[config.mk]
export PLATFORM = sky130hd
export DESIGN_NAME = cpu_top
export DESIGN_NICKNAME = d
export VERILOG_FILES = /design/src/hdl/core_pkg.sv /design/src/hdl/issue_if.sv /design/src/hdl/wb_if.sv /design/src/hdl/cpu_top.sv /design/src/hdl/decode_dispatch.sv /design/src/hdl/exec_unit.sv /design/src/hdl/instr_buffer.sv /design/src/hdl/regfile.sv
export SDC_FILE = /design/constraint.sdc
export NUM_CORES = 2
export LEC_CHECK = 0
export ABC_AREA = 1
export BUFFER_PORTS_ARGS = -buffer_cell sky130_fd_sc_hd__buf_2
export CAP_MARGIN = 15
export CORE_UTILIZATION = 56
export DETAILED_ROUTE_END_ITERATION = 10
export GPL_TIMING_DRIVEN = 1
export PLACE_DENSITY_LB_ADDON = 0.15
export SLEW_MARGIN = 10
export SYNTH_ARGS = -nofsm -noshare
export SYNTH_HDL_FRONTEND = slang
export SYNTH_SLANG_ARGS = --single-unit
[constraint.sdc]
create_clock -name clk -period 6.7 [get_ports clk]
set_input_delay 1.34 -clock clk [delete_from_list [all_inputs] [get_ports clk]]
set_output_delay 1.34 -clock clk [all_outputs]
set_load 0.03 [all_outputs]
[src/hdl/core_pkg.sv]
`default_nettype none

package core_pkg;

    // Core widths
    localparam int XLEN     = 32;
    localparam int NUM_REGS = 32;

    // Instruction buffer geometry
    localparam int IB_DEPTH = 8;
    localparam int IB_PTR_W = $clog2(IB_DEPTH);
    localparam int IB_CNT_W = $clog2(IB_DEPTH + 1);

    // Front-end PC tagging
    localparam logic [XLEN-1:0] RESET_PC = 32'h1c000000;
    localparam logic [XLEN-1:0] PC_STEP  = 32'd4;

    typedef logic [XLEN-1:0] word_t;
    typedef logic [$clog2(NUM_REGS)-1:0] reg_addr_t;

    typedef enum logic [2:0] {
        ALU_ADD,
        ALU_SUB,
        ALU_AND,
        ALU_OR,
        ALU_XOR,
        ALU_LUI,
        ALU_NOP
    } alu_op_e;

    // 3R-type major opcodes, instr[31:15]
    localparam logic [16:0] OPC_ADD_W = 17'h00020;
    localparam logic [16:0] OPC_SUB_W = 17'h00022;
    localparam logic [16:0] OPC_AND   = 17'h00029;
    localparam logic [16:0] OPC_OR    = 17'h0002a;
    localparam logic [16:0] OPC_XOR   = 17'h0002b;

    // 2RI12-type, instr[31:22]
    localparam logic [9:0] OPC_ADDI_W = 10'h00a;

    // 1RI20-type, instr[31:25]
    localparam logic [6:0] OPC_LU12I_W = 7'h0a;

endpackage

`default_nettype wire

[src/hdl/issue_if.sv]
`timescale 1ns/1ps
`default_nettype none

interface issue_if;

    logic                valid;
    core_pkg::word_t     pc;
    core_pkg::alu_op_e   alu_op;
    core_pkg::reg_addr_t rd;
    logic                wen;
    core_pkg::word_t     src_a;
    core_pkg::word_t     src_b;

    // Dispatch register side
    modport dispatch (
        output valid, pc, alu_op, rd, wen, src_a, src_b
    );

    // ALU side
    modport execute (
        input valid, pc, alu_op, rd, wen, src_a, src_b
    );

endinterface

`default_nettype wire

[src/hdl/wb_if.sv]
`timescale 1ns/1ps
`default_nettype none

interface wb_if;

    logic                valid;
    core_pkg::word_t     pc;
    logic                wen;
    core_pkg::reg_addr_t waddr;
    core_pkg::word_t     wdata;

    modport exec (
        output valid, pc, wen, waddr, wdata
    );

    // Register file write port
    modport rf (
        input valid, pc, wen, waddr, wdata
    );

    // Bypass source for dispatch
    modport fwd (
        input valid, pc, wen, waddr, wdata
    );

endinterface

`default_nettype wire

[src/hdl/cpu_top.sv]
`timescale 1ns/1ps
`default_nettype none

module cpu_top (
    input  wire logic            clk,
    input  wire logic            rst_i,
    input  wire logic            instr_valid_i,
    input  wire core_pkg::word_t instr_i,
    input  wire logic            hold_i,
    output logic                 instr_ready_o,
    output logic                 debug_wb_valid_o,
    output core_pkg::word_t      debug_wb_pc_o,
    output logic                 debug_wb_rf_wen_o,
    output core_pkg::reg_addr_t  debug_wb_rf_wnum_o,
    output core_pkg::word_t      debug_wb_rf_wdata_o
);

    logic                ib_push;
    logic                ib_pop;
    logic                head_valid;
    core_pkg::word_t     head_instr;
    core_pkg::word_t     head_pc;
    core_pkg::reg_addr_t raddr_a;
    core_pkg::reg_addr_t raddr_b;
    core_pkg::word_t     rdata_a;
    core_pkg::word_t     rdata_b;

    issue_if issue ();
    wb_if    ex_res ();
    wb_if    wb ();

    // Accept on valid and ready
    assign ib_push = instr_valid_i && instr_ready_o;

    instr_buffer u_instr_buffer (
        .clk         (clk),
        .rst_i       (rst_i),
        .push_i      (ib_push),
        .instr_i     (instr_i),
        .pop_i       (ib_pop),
        .ready_o     (instr_ready_o),
        .head_valid_o(head_valid),
        .head_instr_o(head_instr),
        .head_pc_o   (head_pc)
    );

    regfile u_regfile (
        .clk      (clk),
        .rst_i    (rst_i),
        .wb       (wb.rf),
        .raddr_a_i(raddr_a),
        .raddr_b_i(raddr_b),
        .rdata_a_o(rdata_a),
        .rdata_b_o(rdata_b)
    );

    decode_dispatch u_decode_dispatch (
        .clk         (clk),
        .rst_i       (rst_i),
        .hold_i      (hold_i),
        .head_valid_i(head_valid),
        .head_instr_i(head_instr),
        .head_pc_i   (head_pc),
        .pop_o       (ib_pop),
        .raddr_a_o   (raddr_a),
        .raddr_b_o   (raddr_b),
        .rdata_a_i   (rdata_a),
        .rdata_b_i   (rdata_b),
        .ex_fwd      (ex_res.fwd),
        .wb_fwd      (wb.fwd),
        .issue       (issue.dispatch)
    );

    exec_unit u_exec_unit (
        .clk          (clk),
        .rst_i        (rst_i),
        .hold_i       (hold_i),
        .issue        (issue.execute),
        .ex_res       (ex_res.exec),
        .wb           (wb.exec),
        .debug_valid_o(debug_wb_valid_o)
    );

    // Writeback trace
    assign debug_wb_pc_o       = wb.pc;
    assign debug_wb_rf_wen_o   = wb.wen;
    assign debug_wb_rf_wnum_o  = wb.waddr;
    assign debug_wb_rf_wdata_o = wb.wdata;

endmodule

`default_nettype wire

[src/hdl/decode_dispatch.sv]
`timescale 1ns/1ps
`default_nettype none

module decode_dispatch (
    input  wire logic                clk,
    input  wire logic                rst_i,
    input  wire logic                hold_i,
    input  wire logic                head_valid_i,
    input  wire core_pkg::word_t     head_instr_i,
    input  wire core_pkg::word_t     head_pc_i,
    output logic                     pop_o,
    output core_pkg::reg_addr_t      raddr_a_o,
    output core_pkg::reg_addr_t      raddr_b_o,
    input  wire core_pkg::word_t     rdata_a_i,
    input  wire core_pkg::word_t     rdata_b_i,
    wb_if.fwd                        ex_fwd,
    wb_if.fwd                        wb_fwd,
    issue_if.dispatch                issue
);

    core_pkg::reg_addr_t rd;
    core_pkg::alu_op_e   dec_op;
    logic                dec_wen;
    logic                dec_use_imm;
    logic                dec_zero_a;
    core_pkg::word_t     dec_imm;
    core_pkg::word_t     opnd_a;
    core_pkg::word_t     opnd_b;

    // Dispatch register
    logic                valid_q;
    logic                wen_q;
    core_pkg::word_t     pc_q;
    core_pkg::alu_op_e   op_q;
    core_pkg::reg_addr_t rd_q;
    core_pkg::word_t     src_a_q;
    core_pkg::word_t     src_b_q;

    // LoongArch fields: rd[4:0], rj[9:5], rk[14:10]
    assign rd        = head_instr_i[4:0];
    assign raddr_a_o = head_instr_i[9:5];
    assign raddr_b_o = head_instr_i[14:10];

    always_comb begin
        dec_op      = core_pkg::ALU_NOP;
        dec_wen     = 1'b0;
        dec_use_imm = 1'b0;
        dec_zero_a  = 1'b0;
        dec_imm     = '0;
        if (head_instr_i[31:15] == core_pkg::OPC_ADD_W) begin
            dec_op  = core_pkg::ALU_ADD;
            dec_wen = 1'b1;
        end else if (head_instr_i[31:15] == core_pkg::OPC_SUB_W) begin
            dec_op  = core_pkg::ALU_SUB;
            dec_wen = 1'b1;
        end else if (head_instr_i[31:15] == core_pkg::OPC_AND) begin
            dec_op  = core_pkg::ALU_AND;
            dec_wen = 1'b1;
        end else if (head_instr_i[31:15] == core_pkg::OPC_OR) begin
            dec_op  = core_pkg::ALU_OR;
            dec_wen = 1'b1;
        end else if (head_instr_i[31:15] == core_pkg::OPC_XOR) begin
            dec_op  = core_pkg::ALU_XOR;
            dec_wen = 1'b1;
        end else if (head_instr_i[31:22] == core_pkg::OPC_ADDI_W) begin
            // si12 sign-extended
            dec_op      = core_pkg::ALU_ADD;
            dec_wen     = 1'b1;
            dec_use_imm = 1'b1;
            dec_imm     = {{20{head_instr_i[21]}}, head_instr_i[21:10]};
        end else if (head_instr_i[31:25] == core_pkg::OPC_LU12I_W) begin
            // si20 into the upper bits, rj field is part of the immediate
            dec_op      = core_pkg::ALU_LUI;
            dec_wen     = 1'b1;
            dec_use_imm = 1'b1;
            dec_zero_a  = 1'b1;
            dec_imm     = {head_instr_i[24:5], 12'h000};
        end
        if (rd == '0) begin
            dec_wen = 1'b0;
        end
    end

    // Execute result first, then writeback, then the register file
    function automatic core_pkg::word_t resolve(
        input core_pkg::reg_addr_t addr,
        input core_pkg::word_t     rf_data
    );
        core_pkg::word_t data;
        if (ex_fwd.valid && ex_fwd.wen && (ex_fwd.waddr == addr)) begin
            data = ex_fwd.wdata;
        end else if (wb_fwd.valid && wb_fwd.wen && (wb_fwd.waddr == addr)) begin
            data = wb_fwd.wdata;
        end else begin
            data = rf_data;
        end
        return data;
    endfunction

    always_comb begin
        opnd_a = dec_zero_a ? '0 : resolve(raddr_a_o, rdata_a_i);
        opnd_b = dec_use_imm ? dec_imm : resolve(raddr_b_o, rdata_b_i);
    end

    assign pop_o = head_valid_i && !hold_i;

    always_ff @(posedge clk) begin
        if (rst_i) begin
            valid_q <= 1'b0;
            wen_q   <= 1'b0;
        end else if (!hold_i) begin
            valid_q <= head_valid_i;
            wen_q   <= head_valid_i && dec_wen;
        end
    end

    always_ff @(posedge clk) begin
        if (!hold_i) begin
            pc_q    <= head_pc_i;
            op_q    <= dec_op;
            rd_q    <= rd;
            src_a_q <= opnd_a;
            src_b_q <= opnd_b;
        end
    end

    assign issue.valid  = valid_q;
    assign issue.wen    = wen_q;
    assign issue.pc     = pc_q;
    assign issue.alu_op = op_q;
    assign issue.rd     = rd_q;
    assign issue.src_a  = src_a_q;
    assign issue.src_b  = src_b_q;

endmodule

`default_nettype wire

[src/hdl/exec_unit.sv]
`timescale 1ns/1ps
`default_nettype none

module exec_unit (
    input  wire logic  clk,
    input  wire logic  rst_i,
    input  wire logic  hold_i,
    issue_if.execute   issue,
    wb_if.exec         ex_res,
    wb_if.exec         wb,
    output logic       debug_valid_o
);

    core_pkg::word_t     alu_res;

    // Writeback register
    logic                wb_valid_q;
    logic                wb_wen_q;
    core_pkg::word_t     wb_pc_q;
    core_pkg::reg_addr_t wb_waddr_q;
    core_pkg::word_t     wb_wdata_q;

    always_comb begin
        case (issue.alu_op)
            core_pkg::ALU_ADD: alu_res = issue.src_a + issue.src_b;
            core_pkg::ALU_SUB: alu_res = issue.src_a - issue.src_b;
            core_pkg::ALU_AND: alu_res = issue.src_a & issue.src_b;
            core_pkg::ALU_OR:  alu_res = issue.src_a | issue.src_b;
            core_pkg::ALU_XOR: alu_res = issue.src_a ^ issue.src_b;
            core_pkg::ALU_LUI: alu_res = issue.src_b;
            core_pkg::ALU_NOP: alu_res = '0;
            default:           alu_res = '0;
        endcase
    end

    // Bypass path back to dispatch
    assign ex_res.valid = issue.valid;
    assign ex_res.pc    = issue.pc;
    assign ex_res.wen   = issue.wen;
    assign ex_res.waddr = issue.rd;
    assign ex_res.wdata = alu_res;

    always_ff @(posedge clk) begin
        if (rst_i) begin
            wb_valid_q <= 1'b0;
            wb_wen_q   <= 1'b0;
        end else if (!hold_i) begin
            wb_valid_q <= issue.valid;
            wb_wen_q   <= issue.valid && issue.wen;
        end
    end

    always_ff @(posedge clk) begin
        if (!hold_i) begin
            wb_pc_q    <= issue.pc;
            wb_waddr_q <= issue.rd;
            wb_wdata_q <= alu_res;
        end
    end

    // A held result retires once, after hold drops
    assign wb.valid      = wb_valid_q && !hold_i;
    assign debug_valid_o = wb_valid_q && !hold_i;
    assign wb.pc         = wb_pc_q;
    assign wb.wen        = wb_wen_q;
    assign wb.waddr      = wb_waddr_q;
    assign wb.wdata      = wb_wdata_q;

    // Every retired instruction carries a PC stamped by the buffer
    a_pc_known: assert property (
        @(posedge clk) disable iff (rst_i) debug_valid_o |-> !$isunknown(wb.pc)
    );

endmodule

`default_nettype wire

[src/hdl/instr_buffer.sv]
`timescale 1ns/1ps
`default_nettype none

module instr_buffer (
    input  wire logic            clk,
    input  wire logic            rst_i,
    input  wire logic            push_i,
    input  wire core_pkg::word_t instr_i,
    input  wire logic            pop_i,
    output logic                 ready_o,
    output logic                 head_valid_o,
    output core_pkg::word_t      head_instr_o,
    output core_pkg::word_t      head_pc_o
);

    core_pkg::word_t instr_mem [core_pkg::IB_DEPTH];
    core_pkg::word_t pc_mem    [core_pkg::IB_DEPTH];

    logic [core_pkg::IB_PTR_W-1:0] wr_ptr;
    logic [core_pkg::IB_PTR_W-1:0] rd_ptr;
    logic [core_pkg::IB_CNT_W-1:0] count;
    core_pkg::word_t               pc_cnt;

    assign ready_o      = (count != core_pkg::IB_DEPTH);
    assign head_valid_o = (count != '0);
    assign head_instr_o = instr_mem[rd_ptr];
    assign head_pc_o    = pc_mem[rd_ptr];

    // Pointers wrap naturally, depth is a power of two
    always_ff @(posedge clk) begin
        if (rst_i) begin
            wr_ptr <= '0;
            rd_ptr <= '0;
            count  <= '0;
            pc_cnt <= core_pkg::RESET_PC;
        end else begin
            if (push_i) begin
                wr_ptr <= wr_ptr + 1'b1;
                pc_cnt <= pc_cnt + core_pkg::PC_STEP;
            end
            if (pop_i) begin
                rd_ptr <= rd_ptr + 1'b1;
            end
            case ({push_i, pop_i})
                2'b10:   count <= count + 1'b1;
                2'b01:   count <= count - 1'b1;
                default: count <= count;
            endcase
        end
    end

    // Storage, each word tagged with its PC
    always_ff @(posedge clk) begin
        if (push_i) begin
            instr_mem[wr_ptr] <= instr_i;
            pc_mem[wr_ptr]    <= pc_cnt;
        end
    end

    // Top level must gate the strobe with ready
    a_no_push_full: assert property (
        @(posedge clk) disable iff (rst_i) push_i |-> ready_o
    );

    // Dispatch only takes a live head
    a_no_pop_empty: assert property (
        @(posedge clk) disable iff (rst_i) pop_i |-> head_valid_o
    );

endmodule

`default_nettype wire

[src/hdl/regfile.sv]
`timescale 1ns/1ps
`default_nettype none

module regfile (
    input  wire logic                clk,
    input  wire logic                rst_i,
    wb_if.rf                         wb,
    input  wire core_pkg::reg_addr_t raddr_a_i,
    input  wire core_pkg::reg_addr_t raddr_b_i,
    output core_pkg::word_t          rdata_a_o,
    output core_pkg::word_t          rdata_b_o
);

    // r0 has no storage
    core_pkg::word_t regs [1:core_pkg::NUM_REGS-1];
    logic            wr_en;

    assign wr_en = wb.valid && wb.wen && (wb.waddr != '0);

    function automatic core_pkg::word_t read_port(
        input core_pkg::reg_addr_t addr,
        input core_pkg::word_t     stored,
        input logic                we,
        input core_pkg::reg_addr_t waddr,
        input core_pkg::word_t     wdata
    );
        core_pkg::word_t data;
        if (addr == '0) begin
            data = '0;
        end else if (we && (addr == waddr)) begin
            // Same-cycle write is seen by the reader
            data = wdata;
        end else begin
            data = stored;
        end
        return data;
    endfunction

    assign rdata_a_o = read_port(raddr_a_i, regs[raddr_a_i], wr_en, wb.waddr, wb.wdata);
    assign rdata_b_o = read_port(raddr_b_i, regs[raddr_b_i], wr_en, wb.waddr, wb.wdata);

    always_ff @(posedge clk) begin
        if (rst_i) begin
            for (int i = 1; i < core_pkg::NUM_REGS; i++) begin
                regs[i] <= '0;
            end
        end else if (wr_en) begin
            regs[wb.waddr] <= wb.wdata;
        end
    end

    // Decode clears wen for rd == 0, so no such write reaches here
    a_no_r0_write: assert property (
        @(posedge clk) disable iff (rst_i) !(wb.valid && wb.wen && (wb.waddr == '0))
    );

endmodule

`default_nettype wire

Word level (Yosys, flattened, before mapping). Memories as Yosys holds them, arrays and structs flattened. A register that Yosys moved wholly into a read port is not among the register bits. Cells that the tools add are included.

Add/subtract/negate cells: 7. Equal/unequal tests: 21. Multiplexer cells: 55. Bitwise logic cells: 3. Reductions and logical operators: 25.

Operator list (count): $mux W32 (17); $pmux W32 S6 (1); $eq A17 B6 Y1 const B (5); $add A32 B3 Y32 const B (1); $add A32 B32 Y32 (1); $and A32 B32 Y32 (1); $or A32 B32 Y32 (1); $reduce_or A32 Y1 (1); $sub A32 B32 Y32 (1); $xor A32 B32 Y32 (1); $eq A5 B5 Y1 (6); $mux W1 (28); $logic_not A5 Y1 (3); $logic_and A1 B1 Y1 (13); $mux W3 (4); $eq A10 B4 Y1 const B (1); $pmux W4 S2 (1); $eq A7 B4 Y1 const B (1); $add A3 B1 Y3 const B (2); $eq A3 B2 Y1 const B (2); $eq A3 B3 Y1 const B (2); $mux W2 (3); $mux W5 (1); $reduce_bool A5 Y1 (1); 12 further kinds (13).

Bits in registers: 187. Memory bits (writable): 1504. Input port bits: 36. Word-level logic and storage cells: 131. Memories kept: 3.

Memories: u_regfile.regs (words 31, bits a word 32, rd ports 2, clocked after memory_dff 0, wr ports 31, RTL line regfile.sv:15) `core_pkg::word_t regs [1:core_pkg::NUM_REGS-1];`; u_instr_buffer.instr_mem (words 8, bits a word 32, rd ports 1, clocked after memory_dff 1, wr ports 1, RTL line instr_buffer.sv:16) `core_pkg::word_t instr_mem [core_pkg::IB_DEPTH];`; u_instr_buffer.pc_mem (words 8, bits a word 32, rd ports 1, clocked after memory_dff 1, wr ports 1, RTL line instr_buffer.sv:17) `core_pkg::word_t pc_mem [core_pkg::IB_DEPTH];`.

Depth between registers and ports, before layout.
Depth after elaboration: 10. Gate-level depth with buffers: 30.

By module. Synthesis repeated with hierarchy kept, for this count alone.

Cell total of the unflattened synthesis: 10933. Area, all modules: 93652.3 µm².

By module, submodules not included: regfile (times used 1, cells an instance 7377, area an instance 58456.1 µm²); instr_buffer (times used 1, cells an instance 1714, area an instance 21344.2 µm²); exec_unit (times used 1, cells an instance 1067, area an instance 7668.6 µm²); decode_dispatch (times used 1, cells an instance 773, area an instance 6175.9 µm²); cpu_top (times used 1, cells an instance 2, area an instance 7.5 µm²).

Worst setup path after synthesis. OpenSTA, ideal clock, no wires.

Path type: input to register. Start point: input hold_i. End point: register u_exec_unit.wb_wen_q, in the netlist u_exec_unit.wb.wen. Library setup time: 0.123 ns. Data arrival time: 5.082 ns. Required time: 6.577 ns. Setup slack: 1.495 ns. Stages: 3. Buffers on the path: 0. Cells stage by stage: inv_1 -> o21ai_0 -> a21oi_1.

RTL lines: from (decl) (RTL line cpu_top.sv:9) `input wire logic hold_i,`; to (signal assigned) (RTL line exec_unit.sv:49) `wb_wen_q <= issue.valid && issue.wen;`; to (decl) (RTL line exec_unit.sv:18) `logic wb_wen_q;`.

Worst setup path in the final report.
Start point: register u_decode_dispatch.src_b_q[0], in the netlist u_decode_dispatch.issue.src_b[0]. End point: register u_decode_dispatch.src_a_q[26], in the netlist u_decode_dispatch.issue.src_a[26], data pin.

Word-level cells in the longest chain between the ends: 3. Elaborated cells on any way between the ends: 4.

Ends and longest elaborated chain: from (decl) (RTL line decode_dispatch.sv:37) `core_pkg::word_t src_b_q;`; from (signal assigned) (RTL line decode_dispatch.sv:123) `src_b_q <= opnd_b;`; $sub A32 B32 Y32 or $add A32 B32 Y32 (tied branches) (RTL line exec_unit.sv:26, exec_unit.sv:25); $pmux W32 S6 (*) (RTL line exec_unit.sv:24) `case (issue.alu_op)`; via ex_res.wdata[26] (RTL line wb_if.sv:10) `core_pkg::word_t wdata;`; $mux W32 (*) (RTL line decode_dispatch.sv:90) `if (ex_fwd.valid && ex_fwd.wen && (ex_fwd.waddr == addr)) begin`; to (signal assigned) (RTL line decode_dispatch.sv:122) `src_a_q <= opnd_a;`; to (decl) (RTL line decode_dispatch.sv:36) `core_pkg::word_t src_a_q;`.

The timed path passes the listed nets; every way through them passes the cells marked *. A chain may end at the register's enable or synchronous reset.

==> flow_summary.yaml <==
run_status:
  outcome: "completed"
clock_tree:
  worstSkewPairLatency_ns: 0.87
  postCtsSetupBuffers: 0
  cts_inserted_buffers: 184
  cts_hold_buffers: 0
  htree_levels: 4
  cts_tree: "done"
  cts.sinks: 1735
  cts_buffer_depth: 3
  cts_resized: 0
  clkSlewWorstSetupHoldPaths_ns: 0.07
  root_buffer: "clkbuf_16"
finish:
  nets: 10100
  drive_gt1_frac: 0.0674
  utilization: 0.611
  seq_area_um2: 51600
  final_cell_mix: "2346 x nand2_1, 1688 x edfxtp_1, 1658 x nor2_1, 1269 x nand3_1, 692 x inv_1"
  num-fill-cells: 13500
  layout_commonest_cell: "nand2_1"
  multi_input_area_um2: 33000
  area_growth_pct: 8.43
critical_path:
  start_kind: "flop"
  crit_fanout: 6
  worstRegToRegCells: 22
  end_kind: "flop"
  r2r-end: "u_decode_dispatch.issue.src_a[26]"
  worst-endpoint-arrival_ns: 6.14
  cp-startpoint: "u_decode_dispatch.issue.src_b[0]"
  crit_required_ns: 7.38
  reg2reg_slack_ns: 1.24
  critPathKind: "flop to flop"
  rr_startpoint: "u_decode_dispatch.issue.src_b[0]"
  cp-endpoint: "u_decode_dispatch.issue.src_a[26]"
sta:
  skew_ns: 0.0758
  rsz0062_at_grt: "no"
  timing.fmax_ghz: 0.183
  hold_viol: 0
  setup_slack_ns: 1.24
  setup_tns_ns: 0
  period_needed_ns: 5.46
  setup_viol_count_final: 0
  drv_slew: 0
  fin_crit_sh: 0.815
  slew_headroom: 0.175
  worst_pin_slew_ns: 1.24
floorplanning:
  fp.dieH_um: 404
  die_w_um: 404
  initial_utilization: 0.564
  core_um2: 161000
  die-area_um2: 163000
  pin_count: 108
  rows: 147
global_route:
  grt.total_usage: 0.376
  grt_max_degree: 228
  grt_pass1_vias: 73500
  overflow: 0
  grt_pass1_wl_um: 460000
  antenna_found_initial: 11
route:
  wire_per_inst_um: 25.5
  dr.first_iter.drc_count: 12300
  drt_pass1_iterations: 10
  vias_per_cell: 6.32
  dr_total_vias: 77700
  wirelength_um: 313000
  drc: 0
  drtAntennaViolNets: 0
synth:
  ys.flop_type: "edfxtp_1"
  yosysSeqAreaShare: 0.570
  synth_top_cells_by_area: "edfxtp_1 56%, nand2_1 9.8%, nand3_1 7.0%, nor2_1 6.9%, inv_1 2.9%"
  yosysTopAreaCell: "edfxtp_1"
  synth-xor-area-share: 0.00473
  yosys.area_share.simple: 0.252
  syn_inst: 10300
  synth_top_family_by_area: "simple AND/OR/NAND/NOR gates"
  yosysWarnings: 0
  syn_area_per_cell_um2: 8.83
  synth_mux_area_frac: 0.000111
  synth_compound_area_frac: 0.0894
  synth_top_area_share: 0.560
  syn_area_um2: 90500
  synth_fa_ha_area_frac: 0.0145
  synth-seq-cells: 1735
  yosys.cell_types.count: 62
  synth-edff-count: 1688
  synthArstFlopShare: 0
placed_design:
  pre_cts_ws_ns: 1.51
  dpl.hpwl_um: 184000
  gp_congestion: 0.976
  io_buffer_count: 105
hold_path:
  hold_path_class: "flop to flop"
power_and_ir_drop:
  peakVddDrop_mv: 0.619
  p_per_area_nw_per_um2: 477
  p_leak_nw: 38.4
run:
  max_cap_viol_count: 0
how the worst min path moves through the flow:
| stage | start | end | slack [ns] | depth (start not counted) |
|---|---|---|---|---|
| floorplan | u_decode_dispatch.issue.pc[10] | u_exec_unit.wb.pc[10] | 0.40 | 0 |
| global placement | u_decode_dispatch.issue.pc[19] | u_exec_unit.wb.pc[19] | 0.40 | 0 |
| detailed placement | u_decode_dispatch.issue.pc[17] | u_exec_unit.wb.pc[17] | 0.40 | 0 |
| CTS | u_decode_dispatch.issue.pc[5] | u_exec_unit.wb.pc[5] | 0.42 | 0 |
| global route | u_decode_dispatch.issue.pc[6] | u_exec_unit.wb.pc[6] | 0.42 | 0 |
| finish | u_decode_dispatch.issue.pc[5] | u_exec_unit.wb.pc[5] | 0.42 | 0 |
logic make-up (layout without fill, tap and decap cells):
group                      after synthesis  count (layout)
DFF                                   1735            1735
xor gates and xnor gates                48              48
muxes                                    1               1
adders and majority gates              104             104
buffers and inverters                 1484            1334
other                                    1              34
and+or+nand+nor                       5508            5508
AOI/OAI and AO/OA                     1374            1374
metal layers:
| metal | share of wire | global-route usage | vias up | wire [µm] |
|---|---|---|---|---|
| li1 | - | - | 34100 | - |
| met1 | 0.36 | 0.487 | 36700 | 113000 |
| met2 | 0.44 | 0.576 | 5656 | 138000 |
| met3 | 0.12 | 0.0757 | 1192 | 37900 |
| met4 | 0.074 | 0.249 | 14 | 23300 |
| met5 | 0.00029 | 0 | - | 92 |
worst max-delay path, stage by stage, from the launching register on:
cell	delay [ns]
edfxtp_1	0.42
inv_1	0.16
nand3_1	0.12
nor3_1	0.22
nand3_1	0.23
nor2_1	0.35
and2_1	0.21
nand2_1	0.10
o31ai_1	0.56
o21ai_0	0.23
xor2_1	0.17
inv_1	0.05
ha_1	0.39
nand2_1	0.12
nor2_1	0.27
inv_1	0.12
nor4_1	0.30
nand2_1	0.18
nand4_1	0.15
nand2_1	0.07
o21ai_0	0.48
nand2_1	0.19
a21oi_1	0.18
flip-flops by register name, indices dropped and copies added (netlist names), 5 cells and up, named ones only:
| register | flops |
|---|---|
| u_decode_dispatch.issue.src_b | 32 |
| u_instr_buffer.pc_mem | 240 |
| u_decode_dispatch.issue.pc | 30 |
| u_exec_unit.wb.wdata | 32 |
| u_exec_unit.wb.waddr | 5 |
| u_exec_unit.wb.pc | 30 |
| u_instr_buffer.pc_cnt | 30 |
| u_decode_dispatch.issue.src_a | 32 |
| u_instr_buffer.instr_mem | 256 |
| u_regfile.regs | 1023 |
| u_decode_dispatch.issue.rd | 5 |
cells in the mapped netlist (4+ instances only):
| library cell | number |
|---|---|
| nand2_1 | 2375 |
| edfxtp_1 | 1688 |
| nor2_1 | 1667 |
| nand3_1 | 1269 |
| inv_1 | 702 |
| o21ai_0 | 474 |
| clkbuf_1 | 412 |
| a21oi_1 | 358 |
| o211ai_1 | 314 |
| buf_2 | 226 |
| ha_1 | 102 |
| buf_1 | 55 |
| o22ai_1 | 53 |
| or2_2 | 52 |
| a31oi_1 | 51 |
| dfxtp_1 | 47 |
| nor3_1 | 44 |
| buf_4 | 43 |
| xor2_1 | 43 |
| o21ai_1 | 38 |
| nand4_1 | 33 |
| nand3b_1 | 27 |
| buf_6 | 26 |
| a221oi_1 | 24 |
| inv_2 | 13 |
| o21a_1 | 12 |
| a21o_1 | 11 |
| nor4_1 | 10 |
| o2111ai_1 | 10 |
| nand2_2 | 8 |
| o211ai_2 | 6 |
| a211oi_1 | 4 |
| and3_1 | 4 |
| o21bai_1 | 4 |
| o31ai_1 | 4 |
| xnor2_1 | 4 |
report_power, final:
group          leakage [nW]  switching (mW)  internal, mW
Combinational          18.5            17.3          5.99
Clock                  2.83            4.50          5.48
Sequential             17.1           0.662          12.9
final cells by class:
type / instances / share of cell area
Tap cell: 2160 / 0.0275
Inverter: 721 / 0.0278
Sequential cell: 1735 / 0.526
Clock buffer: 229 / 0.0490
Clock inverter: 103 / 0.0104
Multi-Input combinational cell: 7068 / 0.336
Antenna cell: 1 / 0.0000255
Timing Repair Buffer: 281 / 0.0226
metrics by stage:
step	cell area (µm²)	power, mW	hold WS [ns]	std cells
after global routing	98200	48.6	0.421	12300
after detailed placement	92300	36.0	0.405	12000
after CTS	98100	45.9	0.421	12300
after global placement	92200	35.7	0.404	12000
after floorplan	90600	28.1	0.400	10300
final	98200	46.8	0.419	12300
Note: power is estimated with default switching activity, not from simulation.
